$ cat config.mk
export PLATFORM = sky130hd
export DESIGN_NAME = phase_sequencer
export DESIGN_NICKNAME = d
export VERILOG_FILES = /design/src/verilog/core_types_pkg.sv /design/src/verilog/phase_sequencer.sv
export VERILOG_INCLUDE_DIRS = /design/src /design/src/verilog
export SDC_FILE = /design/constraint.sdc
export NUM_CORES = 1
export LEC_CHECK = 0
export BUFFER_PORTS_ARGS = -buffer_cell sky130_fd_sc_hd__buf_4
export CAP_MARGIN = 20
export CORE_AREA = 2 2 39 41
export CTS_BUF_LIST = sky130_fd_sc_hd__clkbuf_4 sky130_fd_sc_hd__clkbuf_8
export DETAILED_ROUTE_END_ITERATION = 16
export DIE_AREA = 0 0 41 43
export PLACE_DENSITY = 0.35
export SYNTH_ARGS = -nofsm -noshare
export SYNTH_HDL_FRONTEND = slang
export SYNTH_SLANG_ARGS = --single-unit
export TNS_END_PERCENT = 100
$ cat constraint.sdc
create_clock -name clock -period 1 [get_ports clock]
set_clock_uncertainty 0.05 [all_clocks]
set_input_delay 0.15 -clock clock [delete_from_list [all_inputs] [get_ports clock]]
set_output_delay 0.15 -clock clock [all_outputs]
set_load 0.02 [all_outputs]
$ cat src/verilog/core_config.svh
// core build constants
`ifndef CORE_CONFIG_SVH
`define CORE_CONFIG_SVH

// instruction memory depth in 32-bit words
`define IMEM_DEPTH 64

// data memory depth in doublewords
`define DMEM_DEPTH 32

// first fetch address after reset
`define RESET_PC 64'h0000_0000_0000_0000

// custom opcode that ends the run
`define TRAP_OPCODE 7'h6b

`endif

$ cat src/verilog/core_types_pkg.sv
// core datapath types
package core_types_pkg;

`include "core_config.svh"

  // data and address word
  typedef logic [63:0] xlen_t;

  typedef logic [31:0] inst_t;

  typedef logic [4:0] reg_addr_t;

  // word index into instruction memory
  typedef logic [$clog2(`IMEM_DEPTH)-1:0] imem_addr_t;

  // one phase per cycle and halt holds until reset
  typedef enum logic [2:0] {
    PHASE_FETCH     = 3'd0,
    PHASE_DECODE    = 3'd1,
    PHASE_EXECUTE   = 3'd2,
    PHASE_MEMORY    = 3'd3,
    PHASE_WRITEBACK = 3'd4,
    PHASE_HALT      = 3'd5
  } phase_t;

endpackage

$ cat src/verilog/phase_sequencer.sv
// five phase sequencer
`timescale 1ns/100ps

module phase_sequencer
  import core_types_pkg::*;
(
  input  logic   clock,
  input  logic   reset,
  input  logic   halt_i,
  output phase_t phase_o
);

  phase_t phase_q;
  phase_t phase_d;

  always_comb begin
    phase_d = phase_q;
    case (phase_q)
      PHASE_FETCH:     phase_d = PHASE_DECODE;
      PHASE_DECODE:    phase_d = PHASE_EXECUTE;
      PHASE_EXECUTE:   phase_d = PHASE_MEMORY;
      PHASE_MEMORY:    phase_d = PHASE_WRITEBACK;
      // trap retires here and the core stops
      PHASE_WRITEBACK: phase_d = halt_i ? PHASE_HALT : PHASE_FETCH;
      PHASE_HALT:      phase_d = PHASE_HALT;
      default:         phase_d = PHASE_FETCH;
    endcase
  end

  always_ff @(posedge clock) begin
    if (reset) begin
      phase_q <= PHASE_FETCH;
    end else begin
      phase_q <= phase_d;
    end
  end

  assign phase_o = phase_q;

endmodule

# Yosys cells after proc, flatten, opt, wreduce, memory -nomap -nowiden
# Index checks and enable logic that the tools add are counted.
[word_totals]
register_bits = 3
latch_bits = 0
ram_bits = 0
romBits = 0
inputBits = 3
out_inout_bits = 3
wordCells = 9
mem_count = 0
[op_classes]
addsub = 0
mul = 0
n_div = 0
order_cmp = 0
n_eq_ne = 5
shift = 0
mux = 2
n_bitwise = 0
reduce_logical = 1
[op_table]
columns = ["operator", "count"]
rows = [
  ["$pmux 3 s6", 1],
  ["$eq 3x2->1 const B", 2],
  ["$eq 3x3->1 const B", 2],
  ["$eq 3x1->1 const B", 1],
  ["$logic_not 3->1", 1],
  ["$mux 3", 1],
]

# Logic depth before layout (Yosys ltp)
# Gate-level depths: netlist (run 1).
[logic_depth]
word_depth = 2
ltp_mapped = 3
ltp_nobuf = 3

# Least setup slack after synthesis (run 1)
# No wires, ideal clock.
[synth_path]
path_kind = "flip-flop to flip-flop"
startpoint = "reg phase_q[1] (netlist: phase_o[1])"
endpoint = "reg phase_q[0] (netlist: phase_o[0])"
setup_time_ns = 0.125
t_arrival_ns = 0.699
required_time_ns = 0.825
path_slack_ns = 0.125
stages_incl_launch_ff = 4
path_buffers = 0
period_less_slack_ns = 0.875
path_cell_list = "dfxtp_1 inv_1 o211ai_1 a21oi_1"
[synth_via]
elab_chain_len = 2
word_cells_on_any_way = 7
classes_between = "eq/ne: 5; mux: 1; reduce/logical: 1"
[synth_rtl]
columns = ["item", "line", "source"]
rows = [
  ["from (decl)", "phase_sequencer.sv:13", "phase_t phase_q;"],
  ["from (signal assigned)", "phase_sequencer.sv:34", "phase_q <= phase_d;"],
  ["$eq 3x3->1 (tied with other cells)", "phase_sequencer.sv:18", "case (phase_q)"],
  ["$pmux 3 s6 *", "phase_sequencer.sv:18", ""],
]
# Every way passes the cells marked *; elsewhere a longest branch is shown, timed or not.
# A chain may end at the register's enable or synchronous reset.

# Final worst setup path (run 1)
[layout_path]
startpoint = "reg phase_q[0] (netlist: phase_o[0])"
endpoint = "out phase_o[0]"
[layout_lines]
columns = ["item", "line", "source"]
rows = [
  ["to (decl)", "phase_sequencer.sv:10", "output phase_t phase_o"],
]
# No word-level cell between the ends.

==> results.md, run 1 <==
- Top fanout value on the critical path: 5
- Area overhead of the layout relative to synthesis: 83.9%
- H-Tree Depth: 1
- Root buffer selected by CTS: clkbuf_4
- Post-route DRC violation count: 0
- Cell family with the largest share of critical-path delay: flip-flops
- Area of the mapped netlist: approximately 110 um2
- Worst voltage drop across the vdd grid: approximately 0.36 mV
- # IOs: 6
- Max_slew headroom: ~87%
- Worst-margin pin slew: roughly 200 ps
- Combinational family with the most area after synthesis: simple AND/OR/NAND/NOR gates
- Worst hold-check slack: roughly 34 ps
- Area share of and/or/nand/nor cells after synthesis: roughly 17%
- Crit path DAT: 740 ps
- Number of warnings issued by yosys: 0
- Count of endpoints failing setup in the final report: 0
- Type of the worst min-delay path: in2reg
- Fill cell count: ~160
- Overall power: 0.463 mW
- WL per Instance: 8.31 um
- Commonest non-fill, non-tap cells in the layout: 5 x buf_4, 4 x clkbuf_4, 3 x dfxtp_2, 2 x a21oi_1
- Number of clock sinks seen by CTS: 3
- Antenna violations before repair: 0
- Setup Total Neg Slack: 0 ps
- Cells taking the most area after synthesis: dfxtp_1 55%, a21oi_1 9.2%, xnor2_1 8.0%, nand3b_1 6.9%, o211ai_1 6.9%
- Synth Area in Compound Gates: about 16%
- Drt first pass iters: 1
- Post-synth net total: 14
- Leakage power: just over 0.08 nW
- Final critical-path required period: 944 ps
- Worst Path Required: 800 ps
- Classification of the worst setup path: reg2out
- Fraction of synthesized cell area taken by the top area cell type: a little under three fifths
- FMAX: 1060 MHz
- Vias in the first global route: between 100 and 150
- Number of buffers added on ports: 5
- Grt total ovfl: 0
- Summed area of non-filler cells in the final layout: ~200 um2
- Area share of xor/xnor cells in the synthesized design: about 8.0%
- Max-capacitance violation count: 0
- Height of the die: between 40 and 50 um
- CP max stage cell: dfxtp_2
- Floorplan die area: around 1800 um2
- Wire length of the first global-routing pass: approximately 520 um
- Total routing resource utilization after global routing: ~5.6%
- Sequential share of the synthesized area: 55.2%
- Sum of buffers and inverters on the critical path: 1
- Register area: approximately 64 um2
- Starting density of the core: under 10%
- Number of CTS-inserted buffers: 3
- Per-instance average area after synthesis: between 9 and 10 um2
- Result of the run: completed
- Clk pin slew, worst setup/hold paths: 40 ps
- Share of layout cells above drive strength 1: about three fifths
- Vias per cell: between 3 and 4
- Most common library cell in the layout ignoring fill and taps: buf_4
- Kind of end point of the critical path: output port
- Share of the cycle needed by the critical path after routing: roughly 94%
- Number of DRC markers after the initial detailed-route iteration: 0
- Area occupied by multi-input gates: 45.0 um2
- Gp weighted congestion: about 0.57
- Maximum number of pins on one net before global-route repair: 6
- Core box area: around 1400 um2
- Synthesized-area fraction occupied by adder cells: 0%
- Multiplexer area fraction after synthesis: 0%
- Cell area after placement: 166 um2
- Number of cell rows: 14
- Via count of the routed design: 112
- Flop and latch count out of synthesis: 3
- Number of flip-flops under the largest register name: 3
- Pwr/cell area: between 2000 and 2500 nW/um2
- Final hold viol count: 0
- Final Max Tran Viols: 0
- Setup repair after global routing missed its margin: false
- Crit-path cells: buf_4
- Distinct cells, synth: 8
- Die boundary width: between 40 and 50 um
- Gate count after technology mapping: 11
- TritonCTS clock tree: built
- Critical Path Max Stage Delay: roughly 360 ps
- Later-pin clock latency in the skew report: ~230 ps
- Overall routed net length: around 300 um
- Final net count: 24
- Remaining number of nets flagged by the antenna check after routing: 0
- Diodes inserted: 0
- Biggest area consumer among synthesized cells: dfxtp_1
- Startpoint type of the worst setup path: flop
- Max Root-Sink Buffers: 2
metrics by stage:
stage	utilization [%]	cells	setup WS, ps
after floorplan	-	11	125
after global placement	12.0	32	211
after detailed placement	12.0	32	167
after CTS	14.4	36	4.60
final	14.5	36	55.8
after global routing	14.5	36	19.9
cell type report:
type | count | area share, %
tap | 16 | 10.0
clock buffer | 4 | 15.0
multi-input combinational | 7 | 22.5
timing repair buffer | 5 | 18.8
inverter | 1 | 1.88
sequential | 3 | 31.9
cell families after synthesis:
family	after synthesis
AOI/OAI and AO/OA	3
xor gates and xnor gates	1
buffers and inverters	1
DFF	3
and+or+nand+nor	3
power by group:
| group | switching [mW] | internal [mW] |
|---|---|---|
| logic | 0.0344 | 0.0365 |
| registers | 0.0179 | 0.137 |
| clock network | 0.0603 | 0.176 |
| total | 0.113 | 0.350 |
synth_stat cells:
cell and instances:
a21oi_1 2, dfxtp_1 3, inv_1 1, nand3b_1 1
nor3_1 1, o211ai_1 1, or2_0 1, xnor2_1 1
repair_timing:
| action | in CTS | in global routing |
|---|---|---|
| setup endpoints to repair | 2 | 1 |
| resized for setup | 2 | 1 |
| pin swaps | 0 | 0 |
| setup buffers | 0 | 0 |
| hold buffers | 0 | 0 |
worst reg2reg max path: cells and delay by family (launching register included):
family          cells  cell delay [ps]
flops               1              330
compound gates      2              310
path summary, 6_finish.rpt:
path	start	to	slack, ps	depth (start not counted)
worst min-delay path	reset	phase_o[0]	30	2
worst max register to register	phase_o[0]	phase_o[2]	190	2
worst max-delay path	phase_o[0]	phase_o[0]	60	1
worst min register to register	phase_o[2]	phase_o[1]	390	1
per-layer routing:
| metal | up-vias | global-route usage, % | share of wire, % |
|---|---|---|---|
| met5 | - | 0 | 0 |
| met4 | 0 | 8.00 | 1.3 |
| met3 | 2 | 6.28 | 12 |
| met2 | 6 | 5.31 | 37 |
| met1 | 47 | 4.79 | 48 |
| li1 | 57 | - | - |
Power figures use the tool's default switching activity.
==> run 2, diff against run 1 <==
--- a/config.mk
+++ b/config.mk
@@ -6,13 +6,14 @@
 export SDC_FILE = /design/constraint.sdc
 export NUM_CORES = 1
 export LEC_CHECK = 0
+export ABC_AREA = 1
 export BUFFER_PORTS_ARGS = -buffer_cell sky130_fd_sc_hd__buf_4
 export CAP_MARGIN = 20
 export CORE_AREA = 2 2 39 41
 export CTS_BUF_LIST = sky130_fd_sc_hd__clkbuf_4 sky130_fd_sc_hd__clkbuf_8
 export DETAILED_ROUTE_END_ITERATION = 16
 export DIE_AREA = 0 0 41 43
-export PLACE_DENSITY = 0.35
+export PLACE_DENSITY = 0.37
 export SYNTH_ARGS = -nofsm -noshare
 export SYNTH_HDL_FRONTEND = slang
 export SYNTH_SLANG_ARGS = --single-unit
==> results.md, run 2 <==
- Result of the run: completed
- Register area: ~63 um2
- Die boundary width: a little over 40 um
- Flop and latch count out of synthesis: 3
- Sequential share of the synthesized area: around 45%
- Floorplan die area: 1760 um2
- Critical Path Max Stage Delay: 350 ps
- WL per Instance: about 6 um
- Core box area: 1380 um2
- Worst hold-check slack: between 100 and 150 ps
- Commonest non-fill, non-tap cells in the layout: 5 x nand2_1, 5 x buf_4, 4 x clkbuf_4, 3 x inv_1, 3 x nor2_1
- Crit path DAT: about 730 ps
- Clk pin slew, worst setup/hold paths: about 30 ps
- Starting density of the core: under 10%
- Antenna violations before repair: 0
- Diodes inserted: 0
- Switching pwr: about 0.11 mW
- Type of the worst min-delay path: in2reg
- Worst voltage drop across the vdd grid: approximately 0.45 mV
- Wire length of the first global-routing pass: a little over 400 um
- Final critical-path required period: between 900 and 1000 ps
- Classification of the worst setup path: reg2out
- Final cell count without fillers: 44
- Later-pin clock latency in the skew report: 230 ps
- Setup Total Neg Slack: 0 ps
- Fill cell count: between 150 and 200
- H-Tree Depth: 1
- Number of DRC markers after the initial detailed-route iteration: 0
- Distinct cells, synth: 9
- Root buffer selected by CTS: clkbuf_4
- TritonCTS clock tree: built
- EDFF count, synth: 0
- Max_slew headroom: 91.9%
- FMAX: between 1000 and 1500 MHz
- Maximum number of pins on one net before global-route repair: 6
- Gp weighted congestion: about 0.59
- Number of clock sinks seen by CTS: 3
- Max-capacitance violation count: 0
- Remaining number of nets flagged by the antenna check after routing: 0
- Grt total ovfl: 0
- CP max stage cell: dfxtp_2
- Area occupied by multi-input gates: roughly 58 um2
- Part of the power in combinational logic: between 10% and 20%
- Per-instance average area after synthesis: 6.98 um2
- Clock power share: about half
- Post-synth ARST share: 0%
- Number of warnings issued by yosys: 0
- Fraction of synthesized cell area taken by the top area cell type: between 40% and 50%
- Number of cell rows: 14
- # IOs: 6
- Kind of end point of the critical path: output port
- Height of the die: between 40 and 50 um
- Top_reg_cell synth: dfxtp_1
- Summed area of non-filler cells in the final layout: 223 um2
- Number of flip-flops under the largest register name: 3
- Biggest area consumer among synthesized cells: dfxtp_1
- Post-synth net total: 22
- Post-route DRC violation count: 0
- Number of CTS-inserted buffers: 3
- Relative contribution of sequential cells to total power: 33.3%
- Cells after DPL: 40
- Via count of the routed design: 125
- Overall routed net length: between 200 and 300 um
- Max Root-Sink Buffers: 2
- Leakage power: between 0.1 and 0.15 nW
- Cell family with the largest share of critical-path delay: flip-flops
- Worst Path Required: 800 ps
- Commonest cells in the netlist: 5 x nand2_1, 3 x dfxtp_1, 3 x inv_1, 3 x nor2_1
- Startpoint type of the worst setup path: flop
- Most instantiated library cell after synthesis: nand2_1
- Setup repair after global routing missed its margin: false
- Share of layout cells above drive strength 1: a little over half
- Cells taking the most area after synthesis: dfxtp_1 45%, nand2_1 14%, inv_1 8.5%, nor2_1 8.5%, nand3_2 7.5%
- Pwr/cell area: 2020 nW/um2
- Worst-margin pin slew: 121 ps
- Share of the cycle needed by the critical path after routing: between 90 and 100%
- Final hold viol count: 0
- Gate count after technology mapping: 19
- Total routing resource utilization after global routing: approximately 4%
- Drt first pass iters: 1
- Crit-path cells: buf_4
- Switching part of the total power: between 20% and 30%
- Count of endpoints failing setup in the final report: 0
- Vias in the first global route: about 120
- Number of buffers added on ports: 5
- Number of hold buffers added after cts: 0
- Final Max Tran Viols: 0
- Top fanout value on the critical path: 5
- Final net count: 32
- Cell area after placement: ~190 um2
- Vias per cell: 2.84
- Area of the mapped netlist: 133 um2
- Cell-internal power: around 0.34 mW
- Sum of buffers and inverters on the critical path: 1
- Area overhead of the layout relative to synthesis: 67.9%
run 2: cell types whose count changed in the layout (fill, tap and decap cells not counted), sizes merged:
cell	delta
or2	-1
nand2	+6
inv	+3
nor3	-1
nor2	+4
a21oi	-2
nand3	+2
xnor2	-1
nand3b	-1
o211ai	-1
run 2: metal layers:
| metal | up-vias | wire (um) | track usage (%) | share of wire [%] |
|---|---|---|---|---|
| met5 | - | 0 | 0 | 0 |
| met4 | 0 | 0 | 6.00 | 0 |
| met3 | 0 | 19 | 3.14 | 7.2 |
| met2 | 3 | 133 | 4.06 | 51 |
| met1 | 48 | 110 | 3.83 | 42 |
| li1 | 74 | - | - | - |
run 2: cell type report:
cell class                 count  area share, %
inverter                       4           6.74
tap                           16           8.99
timing repair buffer           5           16.9
clock buffer                   4           13.5
multi-input combinational     12           25.8
sequential                     3           28.1
run 2: kinds of logic (layout without fill, tap and decap cells):
group                  Yosys count  in the layout  share of synthesized area [%]
AND/OR/NAND/NOR                 12             12                           43.4
buffers and inverters            4             13                           11.3
flip-flops                       3              3                           45.3
run 2: stage by stage:
stage	utilization (%)	total power, mW	setup WS (ps)
6_report	16.1	0.450	69.5
5_1_grt	16.1	0.480	29.6
4_1_cts	16.0	0.464	8.17
3_5_place_dp	13.7	0.219	242
3_3_place_gp	13.7	0.220	240
2_1_floorplan	-	0.188	159
run 2: power groups by stage:
| stage | registers [mW] | clock network (mW) | logic [mW] |
|---|---|---|---|
| after floorplan | 0.162 | 0 | 0.0254 |
| after global placement | 0.150 | 0 | 0.0704 |
| after detailed placement | 0.149 | 0 | 0.0699 |
| after CTS | 0.149 | 0.245 | 0.0703 |
| after global routing | 0.153 | 0.250 | 0.0759 |
| final | 0.150 | 0.231 | 0.0686 |
run 2: path summary, 6_finish.rpt:
| kind | start | end | slack (ps) | cells after the start |
|---|---|---|---|---|
| worst max-delay path | phase_o[0] | phase_o[0] | 70 | 1 |
| worst min-delay path | reset | phase_o[1] | 120 | 4 |
| worst max register to register | phase_o[2] | phase_o[0] | 250 | 4 |
| worst min register to register | phase_o[1] | phase_o[2] | 450 | 2 |
run 2: repair_timing:
| item | 4_1_cts | 5_1_grt |
|---|---|---|
| buffers inserted | 0 | 0 |
| hold endpoints to repair | 0 | 0 |
| setup endpoints to repair | 1 | 1 |
| gates resized for setup | 1 | 1 |
==> run 3, diff against run 2 <==
--- a/config.mk
+++ b/config.mk
@@ -6,14 +6,14 @@
 export SDC_FILE = /design/constraint.sdc
 export NUM_CORES = 1
 export LEC_CHECK = 0
-export ABC_AREA = 1
+export ABC_AREA = 0
 export BUFFER_PORTS_ARGS = -buffer_cell sky130_fd_sc_hd__buf_4
 export CAP_MARGIN = 20
 export CORE_AREA = 2 2 39 41
 export CTS_BUF_LIST = sky130_fd_sc_hd__clkbuf_4 sky130_fd_sc_hd__clkbuf_8
 export DETAILED_ROUTE_END_ITERATION = 16
 export DIE_AREA = 0 0 41 43
-export PLACE_DENSITY = 0.37
+export PLACE_DENSITY = 0.3
 export SYNTH_ARGS = -nofsm -noshare
 export SYNTH_HDL_FRONTEND = slang
 export SYNTH_SLANG_ARGS = --single-unit
==> results.md, run 3 (synthesis results as in run 1) <==
- Result of the run: completed
- Dpl ws: approximately 160 ps
- Cell family with the largest share of critical-path delay: flip-flops
- Vias in the first global route: roughly 100
- Number of clock sinks seen by CTS: 3
- Remaining number of nets flagged by the antenna check after routing: 0
- Buffer count from post-CTS setup fixing: 0
- Number of cell rows: 14
- Final net count: 24
- Switching pwr: 0.107 mW
- Worst Path Required: approximately 800 ps
- Summed area of non-filler cells in the final layout: about 200 um2
- Leakage power: ~0.081 nW
- Clock power share: about half
- Core box area: around 1400 um2
- # IOs: 6
- Share of layout cells above drive strength 1: 60.0%
- Post-route DRC violation count: 0
- Area occupied by multi-input gates: roughly 45 um2
- Crit path DAT: between 700 and 800 ps
- Relative contribution of sequential cells to total power: 33.5%
- Cells after DPL: 32
- Final hold viol count: 0
- Critical Path Max Stage Delay: ~360 ps
- Startpoint type of the worst setup path: flop
- Crit-path cells: buf_4
- Sum of buffers and inverters on the critical path: 1
- Final critical-path required period: approximately 930 ps
- Drt first pass iters: 2
- Via count of the routed design: between 100 and 150
- Height of the die: approximately 43 um
- Cell-internal power: 0.350 mW
- Setup Total Neg Slack: 0 ps
- Clk pin slew, worst setup/hold paths: approximately 40 ps
- FMAX: between 1000 and 1500 MHz
- Final Max Tran Viols: 0
- WL per Instance: approximately 7 um
- Most common library cell in the layout ignoring fill and taps: buf_4
- Number of buffers added on ports: 5
- Number of DRC markers after the initial detailed-route iteration: 2
- Cell area after placement: approximately 170 um2
- Root buffer selected by CTS: clkbuf_4
- Worst-margin pin slew: 193 ps
- H-Tree Depth: 1
- Overall routed net length: 253 um
- Pwr/cell area: 2280 nW/um2
- Max-capacitance violation count: 0
- Fill cell count: 160
- Die boundary width: between 40 and 50 um
- Max Root-Sink Buffers: 2
- Number of flip-flops under the largest register name: 3
- Final cell count without fillers: 36
- Max_slew headroom: 87.1%
- Maximum number of pins on one net before global-route repair: 6
- Starting density of the core: about 8%
- Floorplan die area: 1760 um2
- Switching part of the total power: between 20% and 30%
- Area overhead of the layout relative to synthesis: 83.9%
- Setup repair after global routing missed its margin: false
- Diodes inserted: 0
- Number of CTS-inserted buffers: 3
- Kind of end point of the critical path: output port
- Vias per cell: roughly 2.9
- TritonCTS clock tree: built
- Type of the worst min-delay path: in2reg
- Register area: around 64 um2
- CP max stage cell: dfxtp_2
- Commonest non-fill, non-tap cells in the layout: 5 x buf_4, 4 x clkbuf_4, 3 x dfxtp_2, 2 x a21oi_1
- Total routing resource utilization after global routing: 4.71%
- Worst setup slack after layout: approximately 66 ps
- Count of endpoints failing setup in the final report: 0
- Classification of the worst setup path: reg2out
- Wire length of the first global-routing pass: 427 um
- Share of the cycle needed by the critical path after routing: between 90 and 100%
- Antenna violations before repair: 0
- Grt total ovfl: 0
- Part of the power in combinational logic: 15.3%
- Later-pin clock latency in the skew report: approximately 230 ps
- Gp weighted congestion: roughly 0.56
- Worst voltage drop across the vdd grid: about 0.54 mV
- Top fanout value on the critical path: 5
-- run 3: changes by cell type in the layout (fill, tap and decap cells not counted), moves of 2 or more --
cell | before | now
nor2_1 | 3 | 0
inv_1 | 3 | 1
a21oi_1 | 0 | 2
nand2_1 | 5 | 0
-- run 3: through the flow --
step	utilization [%]	hold WS, ps	power (mW)
after global routing	14.5	34.6	0.495
after floorplan	-	169	0.189
after detailed placement	12.0	288	0.224
after global placement	12.0	286	0.222
after CTS	14.3	36.7	0.471
final	14.5	40.0	0.457
-- run 3: power groups by stage --
stage	sequential (mW)	combinational (mW)	clock, mW
3_5_place_dp	0.153	0.0708	0
6_report	0.153	0.0701	0.234
5_1_grt	0.158	0.0781	0.259
4_1_cts	0.152	0.0712	0.248
2_1_floorplan	0.166	0.0226	0
3_3_place_gp	0.152	0.0702	0
-- run 3: layout make-up --
class,count,share of cell area [%]
clock buffers,4,15.0
inverters,1,1.88
multi-input cells,7,22.5
flip-flops and latches,3,31.9
well taps,16,10.0
repair buffers,5,18.8
-- run 3: worst paths after layout --
path | slack [ps] | end | start | cells past startpoint
max | 70 | phase_o[0] | phase_o[0] | 1
min | 40 | phase_o[2] | reset | 2
max reg2reg | 180 | phase_o[0] | phase_o[2] | 2
min reg2reg | 390 | phase_o[1] | phase_o[2] | 1
-- run 3: repair_timing --
| item | 4_1_cts | 5_1_grt |
|---|---|---|
| gates cloned | 0 | 0 |
| resized for setup | 1 | 2 |
| hold buffers | 0 | 0 |
| endpoints found under the setup margin | 1 | 2 |
-- run 3: routing by layer --
layer,GRT usage (%),wire [um],vias to the layer above
li1,-,-,56
met1,5.13,132,40
met3,7.85,56,0
met4,4.00,0,0
met5,0,0,-
met2,3.13,64,8
